### config.mk
export PLATFORM = sky130hd
export DESIGN_NAME = rtcDisplayTop
export DESIGN_NICKNAME = d
export VERILOG_FILES = /design/src/source/rtcDisplayPkg.sv /design/src/source/videoTiming.sv /design/src/source/fieldCapture.sv /design/src/source/digitStore.sv /design/src/source/segmentRenderer.sv /design/src/source/rtcDisplayTop.sv
export SDC_FILE = /design/constraint.sdc
export NUM_CORES = 1
export LEC_CHECK = 0
export BUFFER_PORTS_ARGS = -buffer_cell sky130_fd_sc_hd__buf_2
export CAP_MARGIN = 20
export CORE_MARGIN = 10
export CORE_UTILIZATION = 30
export CTS_CLUSTER_SIZE = 14
export DETAILED_ROUTE_END_ITERATION = 6
export PLACE_DENSITY = 0.49
export SYNTH_ARGS = -nofsm -noshare
export SYNTH_HDL_FRONTEND = slang
export SYNTH_SLANG_ARGS = --single-unit
### constraint.sdc
create_clock -name clk -period 3.7 [get_ports clk]
set_input_delay 0.37 -clock clk [delete_from_list [all_inputs] [get_ports clk]]
set_output_delay 0.37 -clock clk [all_outputs]
set_load 0.1 [all_outputs]
### src/source/rtcDisplayPkg.sv
package rtcDisplayPkg;

    ///////////////////////////////////////////////////////////////////////
    // VGA 640x480 timing, one pixel per clock
    ///////////////////////////////////////////////////////////////////////
    localparam int hActive = 640;
    localparam int hFront  = 16;
    localparam int hSync   = 96;
    localparam int hBack   = 48;
    localparam int hTotal  = 800;      // hActive + hFront + hSync + hBack

    localparam int vActive = 480;
    localparam int vFront  = 10;
    localparam int vSync   = 2;
    localparam int vBack   = 33;
    localparam int vTotal  = 525;

    // Clock chip fields: sec, min, hour, date, month, year
    localparam int fieldCount = 6;
    localparam int maxValue   = 99;    // Clamp limit, two decimal digits

    // Text row placement
    localparam int textTop    = 224;
    localparam int charWidth  = 16;
    localparam int charHeight = 32;
    localparam int textLeft   = 176;
    localparam int fieldPitch = 48;    // Two digits plus a blank cell

    ///////////////////////////////////////////////////////////////////////
    // Seven-segment glyph, index 0 is segment a ... index 6 is segment g
    ///////////////////////////////////////////////////////////////////////
    // Bounds are inclusive, rows 0..31 and columns 0..15 of a cell
    localparam logic [6:0][4:0] segRowLo = {5'd14, 5'd2, 5'd16, 5'd28, 5'd16, 5'd2, 5'd0};
    localparam logic [6:0][4:0] segRowHi = {5'd17, 5'd15, 5'd29, 5'd31, 5'd29, 5'd15, 5'd3};
    localparam logic [6:0][3:0] segColLo = {4'd2, 4'd0, 4'd0, 4'd2, 4'd12, 4'd12, 4'd2};
    localparam logic [6:0][3:0] segColHi = {4'd13, 4'd3, 4'd3, 4'd13, 4'd15, 4'd15, 4'd13};

    // Lit segments per digit, bit order gfedcba
    localparam logic [9:0][6:0] segmentTable = {
        7'h6F,  // 9
        7'h7F,  // 8
        7'h07,  // 7
        7'h7D,  // 6
        7'h6D,  // 5
        7'h66,  // 4
        7'h4F,  // 3
        7'h5B,  // 2
        7'h06,  // 1
        7'h3F   // 0
    };

    localparam logic [11:0] colorOn  = 12'hFFF;   // White foreground
    localparam logic [11:0] colorOff = 12'h000;

    ///////////////////////////////////////////////////////////////////////
    // Shared types
    ///////////////////////////////////////////////////////////////////////
    typedef struct packed {
        logic [9:0] x;
        logic [9:0] y;
        logic       active;     // Inside the 640x480 area
        logic       vBlank;     // Lines 480 and up
    } pixelPos_t;

    typedef struct packed {
        logic [3:0] tens;
        logic [3:0] units;
    } digitPair_t;

    typedef struct packed {
        logic       valid;
        logic [2:0] index;      // Field number, 0 is seconds
        digitPair_t digits;
    } fieldWrite_t;

    typedef digitPair_t [fieldCount-1:0] clockFace_t;

endpackage

### src/source/videoTiming.sv
`timescale 1ns/1ps

module videoTiming (
    input  logic                   clk,
    input  logic                   reset,
    output rtcDisplayPkg::pixelPos_t pos,
    output logic                   hsyncRaw,
    output logic                   vsyncRaw
);

    logic [9:0] hCount;     // Pixel within the line
    logic [9:0] vCount;     // Line within the frame
    logic       lineEnd;

    assign lineEnd = (hCount == 10'(rtcDisplayPkg::hTotal - 1));

    ///////////////////////////////////////////////////////////////////////
    // Pixel and line counters
    ///////////////////////////////////////////////////////////////////////
    always_ff @(posedge clk) begin
        if (reset) begin
            hCount <= '0;
            vCount <= '0;
        end else begin
            if (lineEnd) begin
                hCount <= '0;
                // Frame wraps after the last back porch line
                if (vCount == 10'(rtcDisplayPkg::vTotal - 1))
                    vCount <= '0;
                else
                    vCount <= vCount + 10'd1;
            end else begin
                hCount <= hCount + 10'd1;
            end
        end
    end

    // Position bundle straight from the counters
    assign pos.x      = hCount;
    assign pos.y      = vCount;
    assign pos.active = (hCount < 10'(rtcDisplayPkg::hActive)) &&
                        (vCount < 10'(rtcDisplayPkg::vActive));
    assign pos.vBlank = (vCount >= 10'(rtcDisplayPkg::vActive));

    // Sync pulses, active low, not yet aligned with the renderer
    assign hsyncRaw = !((hCount >= 10'(rtcDisplayPkg::hActive + rtcDisplayPkg::hFront)) &&
                        (hCount <  10'(rtcDisplayPkg::hActive + rtcDisplayPkg::hFront +
                                       rtcDisplayPkg::hSync)));
    assign vsyncRaw = !((vCount >= 10'(rtcDisplayPkg::vActive + rtcDisplayPkg::vFront)) &&
                        (vCount <  10'(rtcDisplayPkg::vActive + rtcDisplayPkg::vFront +
                                       rtcDisplayPkg::vSync)));

    // Counters never leave the frame
    assert property (@(posedge clk) disable iff (reset)
        (hCount < 10'(rtcDisplayPkg::hTotal)) && (vCount < 10'(rtcDisplayPkg::vTotal)));

endmodule

### src/source/fieldCapture.sv
`timescale 1ns/1ps

module fieldCapture (
    input  logic                      clk,
    input  logic                      reset,
    input  rtcDisplayPkg::pixelPos_t  pos,
    input  logic                      dataValid,
    input  logic [7:0]                dataByte,
    output logic                      captureReady,
    output rtcDisplayPkg::fieldWrite_t fieldOut
);

    logic       vBlankQ;        // Previous blanking flag
    logic       windowStart;    // First cycle of a blanking window
    logic [2:0] fieldCnt;       // Fields accepted in this window
    logic       accept;
    logic [6:0] clamped;
    rtcDisplayPkg::digitPair_t split;

    assign windowStart = pos.vBlank && !vBlankQ;

    // Ready only inside blanking, and not while the counter is clearing
    assign captureReady = pos.vBlank && !windowStart &&
                          (fieldCnt < 3'(rtcDisplayPkg::fieldCount));
    assign accept = dataValid && captureReady;

    ///////////////////////////////////////////////////////////////////////
    // Clamp and decimal split
    ///////////////////////////////////////////////////////////////////////
    always_comb begin
        if (dataByte > 8'(rtcDisplayPkg::maxValue))
            clamped = 7'(rtcDisplayPkg::maxValue);  // Anything above 99 reads as 99
        else
            clamped = dataByte[6:0];
        split.tens  = 4'(clamped / 7'd10);
        split.units = 4'(clamped % 7'd10);
    end

    ///////////////////////////////////////////////////////////////////////
    // Window tracking and write register
    ///////////////////////////////////////////////////////////////////////
    always_ff @(posedge clk) begin
        if (reset) begin
            vBlankQ  <= 1'b0;
            fieldCnt <= '0;
            fieldOut <= '0;
        end else begin
            vBlankQ <= pos.vBlank;
            if (windowStart)
                fieldCnt <= '0;                 // New window starts from seconds
            else if (accept)
                fieldCnt <= fieldCnt + 3'd1;

            fieldOut.valid <= accept;           // One cycle after the handshake
            if (accept) begin
                fieldOut.index  <= fieldCnt;
                fieldOut.digits <= split;
            end
        end
    end

    // Writes never point past the year field
    assert property (@(posedge clk) disable iff (reset)
        fieldOut.valid |-> (fieldOut.index <= 3'(rtcDisplayPkg::fieldCount - 1)));

endmodule

### src/source/digitStore.sv
`timescale 1ns/1ps

module digitStore (
    input  logic                       clk,
    input  logic                       reset,
    input  logic                       vBlank,
    input  rtcDisplayPkg::fieldWrite_t fieldIn,
    output rtcDisplayPkg::clockFace_t  face
);

    rtcDisplayPkg::clockFace_t shadow;                       // Written field by field
    logic [rtcDisplayPkg::fieldCount-1:0] writtenMask;       // Fields seen this window
    logic [rtcDisplayPkg::fieldCount-1:0] nextMask;
    logic vBlankQ;
    logic windowStart;
    logic commitPending;                                      // Shadow complete, copy next

    assign windowStart = vBlank && !vBlankQ;

    always_comb begin
        nextMask = writtenMask;
        if (fieldIn.valid)
            nextMask[fieldIn.index] = 1'b1;
    end

    ///////////////////////////////////////////////////////////////////////
    // Shadow bank, mask and all-or-nothing commit
    ///////////////////////////////////////////////////////////////////////
    always_ff @(posedge clk) begin
        if (reset) begin
            vBlankQ       <= 1'b0;
            shadow        <= '0;
            writtenMask   <= '0;
            commitPending <= 1'b0;
            face          <= '0;
        end else begin
            vBlankQ <= vBlank;

            if (fieldIn.valid)
                shadow[fieldIn.index] <= fieldIn.digits;

            // A partial window stays in the mask until here, then is dropped
            if (windowStart)
                writtenMask <= '0;
            else
                writtenMask <= nextMask;

            commitPending <= fieldIn.valid && (&nextMask) && !windowStart;
            if (commitPending)
                face <= shadow;                 // Whole bank in one step
        end
    end

    // Display only moves right after the sixth field lands
    assert property (@(posedge clk) disable iff (reset)
        $changed(face) |-> $past($rose(&writtenMask)));

endmodule

### src/source/segmentRenderer.sv
`timescale 1ns/1ps

module segmentRenderer (
    input  logic                      clk,
    input  logic                      reset,
    input  rtcDisplayPkg::pixelPos_t  pos,
    input  logic                      hsyncRaw,
    input  logic                      vsyncRaw,
    input  rtcDisplayPkg::clockFace_t face,
    output logic [11:0]               rgb,
    output logic                      hsync,
    output logic                      vsync
);

    logic [9:0] relX;           // Pixel x from the text left edge
    logic [9:0] relY;
    logic       inRow;
    logic       inCell;         // On a digit cell, not a gap
    logic [3:0] cellDigit;
    logic [3:0] cellCol;

    // Stage 1 registers
    logic       drawQ;
    logic [3:0] digitQ;
    logic [4:0] rowQ;
    logic [3:0] colQ;
    logic       hsyncQ;
    logic       vsyncQ;

    logic [6:0] pattern;
    logic       segLit;

    ///////////////////////////////////////////////////////////////////////
    // Stage 1, cell lookup and digit select
    ///////////////////////////////////////////////////////////////////////
    always_comb begin
        relX      = pos.x - 10'(rtcDisplayPkg::textLeft);   // Wraps high left of text
        relY      = pos.y - 10'(rtcDisplayPkg::textTop);
        inRow     = (pos.y >= 10'(rtcDisplayPkg::textTop)) &&
                    (relY < 10'(rtcDisplayPkg::charHeight));
        inCell    = 1'b0;
        cellDigit = '0;
        cellCol   = '0;
        // Field f sits at slot f, seconds leftmost
        for (int f = 0; f < rtcDisplayPkg::fieldCount; f++) begin
            if ((relX >= 10'(f * rtcDisplayPkg::fieldPitch)) &&
                (relX <  10'(f * rtcDisplayPkg::fieldPitch + rtcDisplayPkg::charWidth))) begin
                inCell    = 1'b1;
                cellDigit = face[f].tens;
                cellCol   = 4'(relX - 10'(f * rtcDisplayPkg::fieldPitch));
            end else if ((relX >= 10'(f * rtcDisplayPkg::fieldPitch +
                                      rtcDisplayPkg::charWidth)) &&
                         (relX <  10'(f * rtcDisplayPkg::fieldPitch +
                                      2 * rtcDisplayPkg::charWidth))) begin
                inCell    = 1'b1;
                cellDigit = face[f].units;
                cellCol   = 4'(relX - 10'(f * rtcDisplayPkg::fieldPitch +
                                          rtcDisplayPkg::charWidth));
            end
        end
    end

    always_ff @(posedge clk) begin
        if (reset) begin
            drawQ  <= 1'b0;
            hsyncQ <= 1'b1;
            vsyncQ <= 1'b1;
        end else begin
            drawQ  <= pos.active && inRow && inCell;
            hsyncQ <= hsyncRaw;
            vsyncQ <= vsyncRaw;
        end
    end

    always_ff @(posedge clk) begin
        digitQ <= cellDigit;
        rowQ   <= relY[4:0];
        colQ   <= cellCol;
    end

    ///////////////////////////////////////////////////////////////////////
    // Stage 2, segment hit test and output register
    ///////////////////////////////////////////////////////////////////////
    always_comb begin
        pattern = (digitQ < 4'd10) ? rtcDisplayPkg::segmentTable[digitQ] : 7'h00;
        segLit  = 1'b0;
        for (int s = 0; s < 7; s++) begin
            if (pattern[s] &&
                (rowQ >= rtcDisplayPkg::segRowLo[s]) && (rowQ <= rtcDisplayPkg::segRowHi[s]) &&
                (colQ >= rtcDisplayPkg::segColLo[s]) && (colQ <= rtcDisplayPkg::segColHi[s]))
                segLit = 1'b1;
        end
    end

    always_ff @(posedge clk) begin
        if (reset) begin
            rgb   <= rtcDisplayPkg::colorOff;
            hsync <= 1'b1;
            vsync <= 1'b1;
        end else begin
            rgb   <= (drawQ && segLit) ? rtcDisplayPkg::colorOn : rtcDisplayPkg::colorOff;
            hsync <= hsyncQ;    // Two cycles behind the counters, same as rgb
            vsync <= vsyncQ;
        end
    end

endmodule

### src/source/rtcDisplayTop.sv
`timescale 1ns/1ps

module rtcDisplayTop (
    input  logic        clk,
    input  logic        reset,
    input  logic        dataValid,
    input  logic [7:0]  dataByte,
    output logic        captureReady,
    output logic [11:0] rgb,
    output logic        hsync,
    output logic        vsync
);

    rtcDisplayPkg::pixelPos_t   pos;
    rtcDisplayPkg::fieldWrite_t fieldWrite;
    rtcDisplayPkg::clockFace_t  face;
    logic hsyncRaw;
    logic vsyncRaw;

    ///////////////////////////////////////////////////////////////////////
    // Timing, capture, storage, drawing
    ///////////////////////////////////////////////////////////////////////
    videoTiming i_timing (
        .clk      (clk),
        .reset    (reset),
        .pos      (pos),
        .hsyncRaw (hsyncRaw),
        .vsyncRaw (vsyncRaw)
    );

    fieldCapture i_capture (
        .clk          (clk),
        .reset        (reset),
        .pos          (pos),
        .dataValid    (dataValid),
        .dataByte     (dataByte),
        .captureReady (captureReady),
        .fieldOut     (fieldWrite)
    );

    digitStore i_store (
        .clk     (clk),
        .reset   (reset),
        .vBlank  (pos.vBlank),      // Window open flag
        .fieldIn (fieldWrite),
        .face    (face)
    );

    segmentRenderer i_render (
        .clk      (clk),
        .reset    (reset),
        .pos      (pos),
        .hsyncRaw (hsyncRaw),
        .vsyncRaw (vsyncRaw),
        .face     (face),
        .rgb      (rgb),
        .hsync    (hsync),
        .vsync    (vsync)
    );

endmodule

==> results of run 1 <==
-- area by class of cell --
| type | instances | area [um2] | share of cell area, % |
|---|---|---|---|
| Clock buffer | 19 | 453 | 5.11 |
| Multi-Input combinational cell | 668 | 4070 | 45.9 |
| Clock inverter | 13 | 166 | 1.88 |
| Tap cell | 330 | 413 | 4.66 |
| Sequential cell | 162 | 3240 | 36.6 |
| Inverter | 15 | 56.3 | 0.635 |
| Timing Repair Buffer | 70 | 465 | 5.25 |
-- stage by stage --
| stage | std cells | instance area (um2) | worst slack [ns] | TNS [ns] | hold WS [ns] |
|---|---|---|---|---|---|
| floorplan | 907 | 7690 | -0.0446 | -0.0446 | 0.387 |
| global placement | 1244 | 8220 | -0.230 | -0.415 | 0.396 |
| detailed placement | 1244 | 8220 | -0.269 | -0.524 | 0.406 |
| CTS | 1276 | 8830 | 0.183 | 0 | 0.310 |
| global route | 1277 | 8870 | -0.0188 | -0.0188 | 0.386 |
| finish | 1277 | 8870 | 0.243 | 0 | 0.326 |
-- cells by family (layout without fill, tap and decap cells) --
logic type | count (synthesis) | after routing | synth area share [%]
and+or+nand+nor | 395 | 395 | 23.3
AOI/OAI and AO/OA | 169 | 169 | 15.3
DFF | 162 | 162 | 42.3
buffers and inverters | 77 | 117 | 5.24
muxes | 61 | 61 | 8.06
xor gates and xnor gates | 24 | 24 | 2.74
adders and majority gates | 19 | 19 | 3.10
-- cells in the final DEF, fill, tap and decap left out, drive strengths merged, types with 10 or more instances in the layout --
| cell | instances |
|---|---|
| a21oi | 67 |
| buf | 70 |
| clkbuf | 19 |
| dfxtp | 162 |
| ha | 19 |
| inv | 21 |
| mux2i | 55 |
| nand2 | 156 |
| nand3 | 21 |
| nor2 | 128 |
| nor3 | 13 |
| o21ai | 18 |
| xnor2 | 10 |
| xor2 | 14 |
-- report_power, final --
part	internal, uW	total (uW)	switching [uW]
Sequential	1750	1750	3.60
Combinational	74.8	175	99.9
Clock	1060	1840	785
Total	2880	3770	888
-- how the worst max path moves through the flow --
stage / end / slack, ns
after detailed placement: i_capture.fieldOut[1] / -0.27
after floorplan: i_capture.fieldOut[1] / -0.04
after global placement: i_capture.fieldOut[1] / -0.23
after global routing: i_capture.fieldOut[1] / -0.02
after CTS: i_capture.fieldOut[1] / 0.18
final: i_capture.fieldOut[1] / 0.24
-- what timing repair did --
action | in CTS | in global routing
hold endpoints to repair | 0 | 0
hold buffers | 0 | 0
endpoints found under the setup margin | 0 | 2
gates resized for setup | 0 | 6
setup buffers | 0 | 1
-- sequential cells by signal, indices dropped and copies added, names as in the netlist, 3 cells and up, named ones only --
register	count
i_render.colQ	3
i_render.rowQ	4
i_timing.hCount	10
i_capture.fieldCnt	3
i_store.writtenMask	6
i_timing.vCount	10
i_store.face	48
i_render.digitQ	3
i_capture.fieldOut	12
i_store.shadow	48
-- per-layer routing --
layer | up-vias | track usage (%)
li1 | 3183 | -
met5 | - | 0
met1 | 2852 | 14.5
met2 | 85 | 18.5
met4 | 0 | 3.64
met3 | 17 | 2.53
-- critical path, cell delays in order --
cell and delay, ns:
buf_2 0.11, nor3_2 0.19, o21ai_2 0.09, nor2_2 0.08, ha_2 0.21, o21a_1 0.15
nor2_1 0.04, nor2_1 0.10, nor2_1 0.08, ha_2 0.23, or2_1 0.25, o32ai_4 0.27
o21ai_1 0.10, a22oi_2 0.18, o21ai_2 0.08, o21ai_1 0.14, ha_2 0.19, nand2_1 0.05
nor2_1 0.09, a21o_2 0.14, a211oi_2 0.05, or3_1 0.36, a311oi_2 0.25
==> reports/qor.csv, run 1 <==
stage,metric,value,unit
drt,Post-Route WL,18.6,mm
timing,Final setup viols,0,
power_and_ir_drop,P per Cell Area,425,nW/um2
cts,CTS tree,done,
setup_path,reg2reg path depth,12,
min_path,Worst Hold Depth,3,
floorplanning,initial core utilization,30.4,%
drt,drt first pass iters,5,
run_status,outcome,finished clean,
floorplanning,number of core rows,58,
placed_design,HPWL Detailed,13.2,mm
logic_synthesis,ys async rst share,0,%
timing,endpoints failing hold,0,
floorplanning,Core Box Area,25200,um2
cts,total CTS buffers,17,
setup_path,Crit Path Category,primary input to register,
timing,clk_skew,0.0108,ns
cts,CTS sink count,162,
min_path,Hold Startpoint,dataByte[0],
global_route,number of global-route vias before repair,5845,
logic_synthesis,Synth area leaders,"dfxtp_1, nand2_1, mux2i_1",
logic_synthesis,Yosys cell types,88,
drt,vias per cell,4.81,
timing,Slew Limit Fails,0,
cts,H-tree levels,4,
setup_path,CP arrival,3.80,ns
drt,DR iter-0 viols,316,
drt,DR vias,6137,
setup_path,R2R Path Start,i_timing.hCount[4],
final_layout,Finished Core Util,35.2,%
cts,Worst-path clk slew,0.07,ns
logic_synthesis,"EDFF count, synth",0,
setup_path,"setup slack, reg-to-reg",0.59,ns
timing,Final period util,93.4,%
drt,met3 wire len,593,um
min_path,Hold Path End,i_capture.fieldOut[0],
drt,Routed wire per std cell,14.6,um
drt,met1 WL,8.95,mm
min_path,Hold Crit Class,primary input to register,
final_layout,"Area growth, synth to finish",15.6,%
global_route,GRT Total Usage,11.3,%
drt,metal2 WL,8.81,mm
logic_synthesis,YS warnings,0,
timing,Tmin final,3.46,ns
cts,Clock Latency Late Sink,0.43,ns
logic_synthesis,"area leader, netlist",dfxtp_1,
run,max cap viols,0,
final_layout,final layout net count,964,
drt,Top Layer Used,met4,
logic_synthesis,"Seq/Total Area, Yosys",42.3,%
floorplanning,chip width,180,um
timing,Max Freq,289,MHz
logic_synthesis,Yosys reg bits,162,
logic_synthesis,syn nets,937,
floorplanning,Die Height,180,um
floorplanning,Die Footprint,32400,um2
logic_synthesis,dominant cell by count in the synthesized netlist,dfxtp_1,
power_and_ir_drop,VDD IR max,267,uV
logic_synthesis,Post-Syn Instances,907,
drt,DRC viols,0,
final_layout,FILL cells,2619,
logic_synthesis,"Cell Area, Synth",7670,um2
setup_path,crit path from,dataByte[4],
global_route,remaining global-route overflow,0,
logic_synthesis,synthesized area per cell,8.45,um2
cts,CTS root buffer,clkbuf_16,
logic_synthesis,"Top FF cell, synth",dfxtp_1,
timing,headroom to the max-slew limit,47.1,%
logic_synthesis,top cell type's share of synthesized area,42.3,%
global_route,largest net degree at the start of global routing,73,
timing,worst slew pin tran,0.794,ns
final_layout,layout cells sized above 1,15.7,%
setup_path,crit start category,primary input,
setup_path,critical path peak fanout,7,
global_route,antenna violations before repair,0,
setup_path,WP data required,4.04,ns
drt,Detail Route Antenna Nets,0,
power_and_ir_drop,Leak,0.00320,uW
global_route,first-pass GRT wire length,30.6,mm
power_and_ir_drop,total power,3770,uW
setup_path,crit path capture type,register,
cts,clock buffer depth,2,
logic_synthesis,Synth top cells by count,"dfxtp_1, nand2_1, nor2_1",
final_layout,# diodes,0,
floorplanning,IO Pins,26,
placed_design,RePlAce Congestion,0.806,
placed_design,I/O Buffers,25,
Power figures use the tool's default switching activity.
==> run 2: changes to the inputs <==
--- a/config.mk
+++ b/config.mk
@@ -7,6 +7,7 @@
 export LEC_CHECK = 0
 export BUFFER_PORTS_ARGS = -buffer_cell sky130_fd_sc_hd__buf_2
 export CAP_MARGIN = 20
+export CORE_ASPECT_RATIO = 0.6
 export CORE_MARGIN = 10
 export CORE_UTILIZATION = 30
 export CTS_CLUSTER_SIZE = 14
==> reports/qor.csv, run 2 (same netlist as run 1, synthesis figures left out) <==
stage,metric,value,unit
setup_path,critical path peak fanout,5,
cts,clock buffer depth,2,
setup_path,Crit Path Category,primary input to register,
timing,endpoints failing hold,0,
floorplanning,number of core rows,45,
setup_path,"setup slack, reg-to-reg",0.46,ns
min_path,Worst Hold Depth,3,
timing,Tmin final,3.46,ns
final_layout,FILL cells,2643,
timing,clk_skew,0.0145,ns
placed_design,I/O Buffers,25,
run_status,outcome,finished clean,
final_layout,most frequent cells in the layout,"dfxtp_1, nand2_1, nor2_1",
timing,Max Freq,289,MHz
cts,H-tree levels,4,
floorplanning,Die Height,144,um
drt,DR vias,6140,
global_route,first-pass GRT wire length,32.3,mm
run,max cap viols,0,
final_layout,# diodes,0,
placed_design,DP Area,8210,um2
final_layout,final layout net count,965,
drt,Routed wire per std cell,15.3,um
timing,Slew Limit Fails,0,
global_route,remaining global-route overflow,0,
setup_path,crit path from,dataByte[3],
final_layout,Regs by FF count,"i_store.face (48), i_store.shadow (48), i_capture.fieldOut (12)",
timing,headroom to the max-slew limit,33.4,%
cts,hold_buf cts,0,
floorplanning,Die Footprint,32600,um2
min_path,Hold Crit Class,primary input to register,
cts,CTS root buffer,clkbuf_16,
global_route,antenna violations before repair,0,
setup_path,R2R Path Start,i_timing.hCount[4],
timing,worst slew pin tran,0.991,ns
global_route,number of global-route vias before repair,5789,
setup_path,CP arrival,3.79,ns
setup_path,crit path capture type,register,
final_layout,Multi-input gate area,4090,um2
floorplanning,Core Box Area,25200,um2
final_layout,"most common cell after layout, fill and taps aside",dfxtp_1,
final_layout,fin area,8830,um2
cts,CTS sink count,162,
timing,worst setup margin,0.242,ns
drt,DR iter-0 viols,568,
final_layout,layout cells sized above 1,16.0,%
final_layout,Finished Core Util,35.0,%
global_route,GRT Total Usage,12.5,%
placed_design,RePlAce Congestion,0.853,
drt,Detail Route Antenna Nets,0,
power_and_ir_drop,VDD IR max,297,uV
setup_path,WP data required,4.03,ns
min_path,Hold Path End,i_capture.fieldOut[0],
drt,DRC viols,0,
final_layout,"Area growth, synth to finish",15.2,%
drt,drt first pass iters,5,
min_path,Hold Startpoint,dataByte[0],
timing,WHS,0.340,ns
setup_path,crit start category,primary input,
timing,Final period util,93.5,%
placed_design,pre-CTS setup slack,-0.282,ns
floorplanning,chip width,226,um
power_and_ir_drop,Leak,0.00318,uW
timing,RSZ-0062 raised after global routing,false,
floorplanning,IO Pins,26,
final_layout,Reg area,3240,um2
cts,total CTS buffers,17,
drt,Post-Route WL,19.6,mm
placed_design,HPWL Detailed,13.8,mm
floorplanning,initial core utilization,30.4,%
power_and_ir_drop,P per Cell Area,413,nW/um2
cts,Worst-path clk slew,0.07,ns
drt,vias per cell,4.81,
global_route,largest net degree at the start of global routing,87,
cts,Clock Latency Late Sink,0.43,ns
timing,Final setup viols,0,
cts,CTS tree,done,
setup_path,reg2reg path depth,12,
## run 2: cell types whose count changed in the layout (fill, tap and decap cells not counted), sizes merged
cell	previous run	this run
buf	70	71
bufinv	2	1
clkbuf	19	18
clkinv	5	7
clkinvlp	0	2
inv	21	19
## run 2: how the worst max path moves through the flow
stage	endpoint	cells past startpoint	slack (ns)
2_1_floorplan	i_capture.fieldOut[1]	23	-0.04
3_3_place_gp	i_capture.fieldOut[1]	23	-0.23
3_5_place_dp	i_capture.fieldOut[1]	23	-0.28
4_1_cts	i_capture.fieldOut[1]	23	0.14
5_1_grt	i_capture.fieldOut[1]	23	0.004
6_report	i_capture.fieldOut[1]	23	0.24
## run 2: metal layers
| metal | vias to the layer above | global-route usage (%) | wire length (um) | share of wire, % |
|---|---|---|---|---|
| met3 | 12 | 2.89 | 637 | 3.3 |
| met5 | - | 0 | 0 | 0 |
| met2 | 71 | 17.0 | 7550 | 39 |
| li1 | 3182 | - | - | - |
| met1 | 2875 | 19.2 | 11300 | 58 |
| met4 | 0 | 2.60 | 99 | 0.51 |
## run 2: what timing repair did
item,in CTS,in global routing
buffers inserted,0,3
endpoints found under the setup margin,0,3
gates resized for setup,0,10
endpoints found under the hold margin,0,0
## run 2: where the power goes
group	switching (uW)	internal [uW]
registers	3.42	1750
clock network	772	935
logic	107	81.0
## run 2: critical path: stages
cell,delay (ns)
buf_2,0.11
nor3_2,0.19
o21ai_2,0.08
nor2_1,0.11
ha_2,0.21
o21a_1,0.13
nor2_1,0.04
nor2_1,0.14
nor2_1,0.08
ha_2,0.22
or2_4,0.24
o32ai_4,0.30
a21o_2,0.20
a22oi_2,0.09
o21ai_2,0.16
o21ai_2,0.08
ha_2,0.19
nand2_1,0.05
nor2_1,0.04
a21o_2,0.21
a211oi_4,0.18
o21ai_1,0.12
a311oi_2,0.26
## run 2: layout make-up
type	count	area share [%]
Inverter	15	0.637
Tap cell	329	4.66
Sequential cell	162	36.7
Timing Repair Buffer	71	5.35
Clock buffer	18	4.86
Clock inverter	14	1.46
Multi-Input combinational cell	668	46.3
## run 2: per-stage QoR
step / cells / power [uW] / TNS [ns]
2_1_floorplan: 907 / 1900 / -0.0446
3_3_place_gp: 1242 / 1960 / -0.434
3_5_place_dp: 1242 / 1960 / -0.572
4_1_cts: 1274 / 3660 / 0
5_1_grt: 1277 / 3780 / 0
6_report: 1277 / 3640 / 0
